`src/verilog/audio_pkg.sv`:
```
package audio_pkg;

  localparam int SAMPLE_W    = 16;  // Codec sample width
  localparam int AMP_SHIFT   = 12;  // Low ones under the amplitude code
  localparam int FIFO_DEPTH  = 8;   // Frames of buffering
  localparam int PEAK_WINDOW = 64;  // Frame slots per meter window
  localparam int PEAK_SHIFT  = 12;  // One LED per 4096 of peak
  localparam int LED_BARS    = 18;  // Red LED count on the board

  typedef logic signed [SAMPLE_W-1:0] sample_t;  // One DAC sample

  // Payload of the sample FIFO, left in the upper half
  typedef struct packed {
    sample_t left;
    sample_t right;
  } stereo_frame_t;

  // Switch settings for the tone
  typedef struct packed {
    logic       enable;       // Tone on
    logic       antiphase;    // Right is the inverted level
    logic [5:0] half_period;  // Run length minus one, in frames
    logic [2:0] amp_code;     // Amplitude step
  } tone_cfg_t;

  // Code 0 gives 0x0FFF, code 7 gives full scale 0x7FFF
  function automatic sample_t tone_amplitude(logic [2:0] amp_code);
    return sample_t'({1'b0, amp_code, {AMP_SHIFT{1'b1}}});
  endfunction

endpackage

```
`src/verilog/square_tone_gen.sv`:
```
`timescale 1ns/1ps

module square_tone_gen (
  input  logic                     AUD_DACLRCK,  // One edge per stereo frame
  input  logic                     reset,        // Sync, active high
  input  audio_pkg::tone_cfg_t     cfg,          // Switch settings
  input  logic                     full,         // FIFO back-pressure
  output logic                     push,         // Frame strobe into FIFO
  output audio_pkg::stereo_frame_t push_frame    // Frame offered on push
);

  logic                tone_run;   // Registered enable
  logic [5:0]          run_cnt;    // Frames spent at current level
  logic                level_hi;   // Square wave phase
  audio_pkg::sample_t  amp;        // Decoded amplitude
  audio_pkg::sample_t  left_smp;   // Left sample of current frame
  audio_pkg::sample_t  right_smp;  // Right sample of current frame

  assign amp = audio_pkg::tone_amplitude(cfg.amp_code);

  // Enable is sampled once per frame so push stays low right out of reset
  always_ff @(posedge AUD_DACLRCK) begin
    if (reset) begin
      tone_run <= 1'b0;
    end else begin
      tone_run <= cfg.enable;
    end
  end

  // Stall whenever the buffer is full
  assign push = tone_run && !full;

  // Counter and level move only on an accepted frame
  always_ff @(posedge AUD_DACLRCK) begin
    if (reset) begin
      run_cnt  <= '0;
      level_hi <= 1'b0;  // Start on the zero level
    end else if (push) begin
      if (run_cnt >= cfg.half_period) begin  // Also recovers from a shrunk setting
        run_cnt  <= '0;
        level_hi <= ~level_hi;  // Flip at end of run
      end else begin
        run_cnt <= run_cnt + 6'd1;
      end
    end
  end

  // Sample values from the level flag
  always_comb begin
    left_smp = level_hi ? amp : '0;  // Zero or amplitude
    if (cfg.antiphase) begin
      right_smp = left_smp ^ amp;  // Opposite level
    end else begin
      right_smp = left_smp;  // Same as left
    end
  end

  always_comb begin
    push_frame       = '0;
    push_frame.left  = left_smp;
    push_frame.right = right_smp;
  end

  // Counter stays inside the run while the run length is steady
  a_run_cnt_in_range: assert property (
    @(posedge AUD_DACLRCK) disable iff (reset)
    push |=> (!$stable(cfg.half_period) || (run_cnt <= cfg.half_period))
  ) else $error("square_tone_gen run counter passed the half period");

endmodule

```
`src/verilog/sample_fifo.sv`:
```
`timescale 1ns/1ps

module sample_fifo #(
  parameter type payload_t = audio_pkg::stereo_frame_t,  // Entry type
  parameter int  DEPTH     = audio_pkg::FIFO_DEPTH       // Entry count
) (
  input  logic     AUD_DACLRCK,  // Frame clock
  input  logic     reset,        // Sync, active high
  input  logic     push,         // Write strobe
  input  payload_t push_frame,   // Write data
  input  logic     pop,          // Read strobe
  output payload_t head_frame,   // Oldest entry, shown ahead
  output logic     full,         // No room left
  output logic     empty         // Nothing stored
);

  localparam int PTR_W = (DEPTH > 1) ? $clog2(DEPTH) : 1;  // Pointer width
  localparam int CNT_W = $clog2(DEPTH + 1);                // Occupancy width

  payload_t             mem [DEPTH];  // Storage, no reset
  logic [PTR_W-1:0]     wr_ptr;       // Next slot to write
  logic [PTR_W-1:0]     rd_ptr;       // Slot shown on head
  logic [CNT_W-1:0]     count;        // Entries held
  logic                 wr_en;        // Accepted push
  logic                 rd_en;        // Accepted pop

  assign full  = (count == CNT_W'(DEPTH));
  assign empty = (count == '0);

  // Strobes are gated upstream, guard again here
  assign wr_en = push && !full;
  assign rd_en = pop && !empty;

  // Show-ahead read
  assign head_frame = mem[rd_ptr];

  always_ff @(posedge AUD_DACLRCK) begin
    if (wr_en) begin
      mem[wr_ptr] <= push_frame;
    end
  end

  // Pointers wrap at DEPTH, which need not be a power of two
  always_ff @(posedge AUD_DACLRCK) begin
    if (reset) begin
      wr_ptr <= '0;
      rd_ptr <= '0;
    end else begin
      if (wr_en) begin
        wr_ptr <= (wr_ptr == PTR_W'(DEPTH - 1)) ? '0 : wr_ptr + 1'b1;
      end
      if (rd_en) begin
        rd_ptr <= (rd_ptr == PTR_W'(DEPTH - 1)) ? '0 : rd_ptr + 1'b1;
      end
    end
  end

  // Simultaneous push and pop leave the count alone
  always_ff @(posedge AUD_DACLRCK) begin
    if (reset) begin
      count <= '0;
    end else begin
      case ({wr_en, rd_en})
        2'b10:   count <= count + 1'b1;
        2'b01:   count <= count - 1'b1;
        default: count <= count;
      endcase
    end
  end

  // Both neighbours must honour the levels
  a_no_pop_when_empty: assert property (
    @(posedge AUD_DACLRCK) disable iff (reset)
    empty |-> !pop
  ) else $error("sample_fifo popped while empty");

  a_no_push_when_full: assert property (
    @(posedge AUD_DACLRCK) disable iff (reset)
    full |-> !push
  ) else $error("sample_fifo pushed while full");

endmodule

```
`src/verilog/dac_frame_sink.sv`:
```
`timescale 1ns/1ps

module dac_frame_sink (
  input  logic                            AUD_DACLRCK,  // Frame clock
  input  logic                            reset,        // Sync, active high
  input  logic                            hold,         // Codec not ready
  input  audio_pkg::stereo_frame_t        head_frame,   // FIFO head
  input  logic                            empty,        // FIFO has nothing
  output logic                            pop,          // Take the head
  output audio_pkg::sample_t              audio_out_l,  // Left DAC word
  output audio_pkg::sample_t              audio_out_r,  // Right DAC word
  output logic [audio_pkg::LED_BARS-1:0]  ledr          // Peak bar
);

  localparam int WIN_W = $clog2(audio_pkg::PEAK_WINDOW);  // Window counter width

  logic [WIN_W-1:0]              win_cnt;    // Frame slots in this window
  logic                          win_end;    // Last slot of the window
  logic [audio_pkg::SAMPLE_W-1:0] abs_left;  // |left| of the head
  logic [audio_pkg::SAMPLE_W-1:0] peak_q;    // Running peak
  logic [audio_pkg::SAMPLE_W-1:0] peak_next; // Peak including this slot

  // Thermometer of (peak >> PEAK_SHIFT) + 1 LEDs, dark for silence
  function automatic logic [audio_pkg::LED_BARS-1:0] peak_bar(
    logic [audio_pkg::SAMPLE_W-1:0] peak
  );
    int lit;
    logic [audio_pkg::LED_BARS-1:0] bar;
    if (peak == '0) begin
      lit = 0;
    end else begin
      lit = int'(peak >> audio_pkg::PEAK_SHIFT) + 1;
    end
    for (int i = 0; i < audio_pkg::LED_BARS; i++) begin
      bar[i] = (i < lit);
    end
    return bar;
  endfunction

  assign pop = !empty && !hold;  // Drain one frame per ready slot

  // Register the popped frame, hold it otherwise
  always_ff @(posedge AUD_DACLRCK) begin
    if (reset) begin
      audio_out_l <= '0;
      audio_out_r <= '0;
    end else if (pop) begin
      audio_out_l <= head_frame.left;
      audio_out_r <= head_frame.right;
    end
  end

  // Magnitude, -32768 maps to 0x8000
  assign abs_left = head_frame.left[audio_pkg::SAMPLE_W-1] ?
                    audio_pkg::SAMPLE_W'(-head_frame.left) :
                    audio_pkg::SAMPLE_W'(head_frame.left);

  always_comb begin
    peak_next = peak_q;
    if (pop && (abs_left > peak_q)) begin
      peak_next = abs_left;  // New maximum
    end
  end

  assign win_end = (win_cnt == WIN_W'(audio_pkg::PEAK_WINDOW - 1));

  // Window runs on codec-ready frame slots, so a silent producer
  // still closes windows and lets the bar fall to zero
  always_ff @(posedge AUD_DACLRCK) begin
    if (reset) begin
      win_cnt <= '0;
      peak_q  <= '0;
      ledr    <= '0;
    end else if (!hold) begin
      win_cnt <= win_cnt + 1'b1;  // Wraps at window size
      if (win_end) begin
        ledr   <= peak_bar(peak_next);  // Publish and restart
        peak_q <= '0;
      end else begin
        peak_q <= peak_next;
      end
    end
  end

  // A popped head must have been written by the producer
  a_pop_known: assert property (
    @(posedge AUD_DACLRCK) disable iff (reset)
    pop |-> !$isunknown(head_frame)
  ) else $error("dac_frame_sink popped an unwritten frame");

endmodule

```
`src/verilog/tone_subsystem.sv`:
```
`timescale 1ns/1ps

module tone_subsystem (
  input  logic                            AUD_DACLRCK,  // DAC LR clock, one per frame
  input  logic                            reset,        // Sync, active high
  input  logic [17:0]                     sw,           // Board switches
  output audio_pkg::sample_t              audio_out_l,  // To codec left
  output audio_pkg::sample_t              audio_out_r,  // To codec right
  output logic [audio_pkg::LED_BARS-1:0]  ledr          // Red LEDs
);

  audio_pkg::tone_cfg_t      cfg;         // Decoded settings
  logic                      hold;        // Codec not ready
  logic                      push;        // Producer strobe
  logic                      full;        // FIFO full level
  logic                      pop;         // Sink strobe
  logic                      empty;       // FIFO empty level
  audio_pkg::stereo_frame_t  push_frame;  // Producer to FIFO
  audio_pkg::stereo_frame_t  head_frame;  // FIFO to sink

  // Switch map, sw[16:11] spare
  assign cfg.half_period = sw[5:0];
  assign cfg.enable      = sw[6];
  assign cfg.antiphase   = sw[7];
  assign cfg.amp_code    = sw[10:8];
  assign hold            = sw[17];

  square_tone_gen u_gen (
    .AUD_DACLRCK (AUD_DACLRCK),
    .reset       (reset),
    .cfg         (cfg),
    .full        (full),
    .push        (push),
    .push_frame  (push_frame)
  );

  sample_fifo #(
    .payload_t (audio_pkg::stereo_frame_t),
    .DEPTH     (audio_pkg::FIFO_DEPTH)
  ) u_fifo (
    .AUD_DACLRCK (AUD_DACLRCK),
    .reset       (reset),
    .push        (push),
    .push_frame  (push_frame),
    .pop         (pop),
    .head_frame  (head_frame),
    .full        (full),
    .empty       (empty)
  );

  dac_frame_sink u_sink (
    .AUD_DACLRCK (AUD_DACLRCK),
    .reset       (reset),
    .hold        (hold),
    .head_frame  (head_frame),
    .empty       (empty),
    .pop         (pop),
    .audio_out_l (audio_out_l),
    .audio_out_r (audio_out_r),
    .ledr        (ledr)
  );

endmodule

```
`config.mk`:
```
export PLATFORM = sky130hd
export DESIGN_NAME = tone_subsystem
export DESIGN_NICKNAME = d
export VERILOG_FILES = /design/src/verilog/audio_pkg.sv /design/src/verilog/square_tone_gen.sv /design/src/verilog/sample_fifo.sv /design/src/verilog/dac_frame_sink.sv /design/src/verilog/tone_subsystem.sv
export SDC_FILE = /design/constraint.sdc
export NUM_CORES = 1
export LEC_CHECK = 0
export BUFFER_PORTS_ARGS = -buffer_cell sky130_fd_sc_hd__buf_2
export CORE_MARGIN = 2
export CORE_UTILIZATION = 60
export DETAILED_ROUTE_END_ITERATION = 6
export PLACE_DENSITY = 0.82
export REMOVE_ABC_BUFFERS = 1
export SLEW_MARGIN = 5
export SYNTH_ARGS = -nofsm -noshare
export SYNTH_HDL_FRONTEND = slang
export SYNTH_SLANG_ARGS = --single-unit
```
`constraint.sdc`:
```
create_clock -name AUD_DACLRCK -period 8.28 [get_ports AUD_DACLRCK]
set_input_delay 0.828 -clock AUD_DACLRCK [delete_from_list [all_inputs] [get_ports AUD_DACLRCK]]
set_output_delay 0.828 -clock AUD_DACLRCK [all_outputs]
set_load 0.01 [all_outputs]
```
==> impl_metrics.tcl <==
set metrics [dict create \
    status "complete, no violations" \
    overflow 0 \
    dr_total_vias 4163 \
    gp_congestion 0.830 \
    drc 0 \
    synth.area.mux_share 0.0826 \
    io_buffer_count 61 \
    power_density_mw_per_mm2 313 \
    rsz0062_at_grt "no" \
    postLayoutCoreUtil 0.711 \
    die_w_um 105 \
    maxCapViolCount 0 \
    yosysTopAreaCell "edfxtp_1" \
    firstDrtPassIters 4 \
    grt_pass1_wl_um 19400 \
    cp.required_ns 8.67 \
    synth_area_sq_mm 0.00616 \
    hp-class "reg2reg" \
    place_area_sq_mm 0.00641 \
    ys_seq_elements 133 \
    drive_gt1_frac 0.227 \
    num_io_pins 70 \
    grt_antenna_before_repair 0 \
    synth-simple-area-share 0.135 \
    hold_viol_final 0 \
    critPathArrivalTime_ns 5.68 \
    numClockSinks 133 \
    cts.htree.levels 4 \
    post_cts_resized 0 \
    synth-edff-count 64 \
    fillCellCount 670 \
    finalSetupTns_ns 0 \
    clock_path_buffers 2 \
    max_clock_freq_mhz 189 \
    skew_ns 0.0109 \
    min_period_over_period 0.639 \
    syn_avg_cell_area_sq_um 11.2 \
    postCtsSetupRepairBufs 0 \
    place_hpwl_um 7760 \
    cp_max_fo 16 \
    setup_viol 0 \
    ctsHoldBuffers 0 \
    nets 645 \
    worstMarginPinSlew_ns 0.963 \
    slew_viol_final 0 \
    synth-compound-area-share 0.0922 \
    detail_route.iter0.violations 184 \
    antenna_left 0 \
    cts_made_buffers 17 \
    grt_use_total 0.226 \
    die_y_um 105 \
    synthFlopType "dfxtp_1" \
    holdWs_ns 0.441 \
    grt_max_degree 54 \
    synth_top_area_frac 0.312 \
    p_leak_nw 2.73 \
    stdcell_area_sq_mm 0.00701 \
    crit_type "reg2reg" \
    cts-root-buf "clkbuf_8" \
    grt_pass1_vias 4075 \
    fin_crit_ns 5.29 \
    synth.area.top_cells "edfxtp_1 (31%), dfxtp_1 (22%), ha_1 (6.7%)" \
    drt-wirelength-per-cell_um 16.1 \
    ys_warn_count 0 \
    tritoncts "built" \
    insertion_delay_ns 0.53 \
    relSlewSlack 0.357 \
    cp-start-kind "flip-flop" \
    hold_depth 2 \
    coreArea_sq_mm 0.00986 \
    synth-seq-area-share 0.536 \
    wl_um 11900 \
    clk_pin_slew_ns 0.07 \
    async_flop_share 0 \
    fp.dieArea_sq_mm 0.0111 \
    synth_top_family_by_area "simple AND/OR/NAND/NOR gates" \
    viasPerCell 5.65 \
    area_delta_synth_final_pct 13.7 \
    rows 36 \
    synthCells 550 \
    yosys.area_share.adder 0.0703 \
    start_util 0.625 \
    synthXorXnorAreaFrac 0.0199 \
    ff2ff_path_depth 16 \
    worstSetupEndpointType "flip-flop" \
    irDropWorstVdd_mv 0.177 \
    num_antenna_cells 0 \
    ys_types 57 \
]
per-stage QoR:
stage               setup WS [ns]  power (mW)  std cells
global placement             3.11        1.42        705
CTS                          2.98        2.21        737
finish                       2.99        2.20        737
global route                 2.62        2.32        737
floorplan                    3.62        1.26        505
detailed placement           3.01        1.45        705
final timing paths:
kind	startpoint	to	slack [ns]
setup / recovery	flip-flop	u_sink.ledr[2]	2.99
hold / removal	u_sink.ledr[7]	u_sink.ledr[7]	0.44
setup reg to reg	flip-flop	u_sink.ledr[2]	2.99
hold reg to reg	u_sink.ledr[7]	u_sink.ledr[7]	0.44
cell type report:
cell class,count,area (sq um),area share
Sequential cell,133,3300,0.471
Multi-Input combinational cell,340,2470,0.353
Clock buffer,17,414,0.0591
Timing Repair Buffer,67,350,0.0500
Clock inverter,15,184,0.0262
Tap cell,133,166,0.0237
Inverter,32,120,0.0171
state kept, by name (all words and copies together) (netlist names), named ones only:
register            flops
u_fifo.mem             64
u_sink.peak_q          16
u_sink.audio_out_r      4
u_fifo.count            4
u_sink.ledr            18
u_gen.tone_run          1
u_sink.audio_out_l      4
u_gen.run_cnt           6
u_fifo.wr_ptr           3
u_sink.win_cnt          6
u_gen.level_hi          1
u_fifo.rd_ptr           3
kinds of logic after synthesis:
family,count (synthesis)
flops,133
fa+ha+maj,34
compound gates,89
buf+inv,78
xor+xnor,14
mux,29
other cells,1
simple gates,172
worst max-delay path: stages, from the launching register on:
cell	delay (ns)
dfxtp_1	0.95
mux4_2	0.60
mux2_2	0.41
ha_1	0.36
a21oi_1	0.16
o21ai_1	0.11
and2_1	0.19
or4_4	0.57
nand2_4	0.15
mux2i_2	0.35
inv_1	0.13
ha_1	0.31
inv_1	0.16
nand2_1	0.07
mux2_4	0.31
nor4_1	0.24
nor3_1	0.08
report_power, final:
| group | leakage, nW | internal (mW) | switching (mW) |
|---|---|---|---|
| Sequential | 1.13 | 0.738 | 0.0680 |
| Combinational | 1.31 | 0.275 | 0.376 |
| Clock | 0.290 | 0.418 | 0.320 |
| Total | 2.73 | 1.43 | 0.764 |
routing by layer:
| layer | up-vias | track usage | wire [um] |
|---|---|---|---|
| li1 | 2023 | - | - |
| met2 | 124 | 0.405 | 6220 |
| met1 | 1996 | 0.258 | 4880 |
| met5 | - | 0 | 0 |
| met3 | 20 | 0.0588 | 603 |
| met4 | 0 | 0.0829 | 184 |
synthesized netlist by cell type, types with 3 or more instances:
cell	number
o21ai_0	9
mux2i_1	5
buf_4	24
nor3_1	12
a22oi_1	3
buf_2	7
xor2_1	10
mux2_2	5
nand3_1	5
clkbuf_1	14
nor2_1	51
ha_1	33
a21oi_1	39
mux4_2	16
a21o_1	10
inv_1	32
nand4_1	6
and2_1	11
a211oi_1	10
nand2_1	51
xnor2_1	4
nor4_1	5
dfxtp_1	69
nand2b_1	5
o21ai_1	3
edfxtp_1	64
nor2b_1	7
or3_1	4
placed cells by master (no fill, tap or decap), types with 5 or more instances in the layout:
cell / instances
mux2i_1: 5
a211oi_1: 10
nor4_1: 5
nand4_1: 6
inv_1: 32
mux2_2: 5
o21ai_0: 9
inv_6: 5
buf_2: 61
buf_4: 6
nand2_1: 51
nor2_1: 51
nor2b_1: 7
dfxtp_1: 69
a21oi_1: 39
and2_1: 11
ha_1: 33
mux4_2: 16
xor2_1: 10
clkbuf_16: 16
nand2b_1: 5
nand3_1: 5
a21o_1: 10
nor3_1: 12
edfxtp_1: 64
No activity file was read; power rests on OpenSTA's default activity.
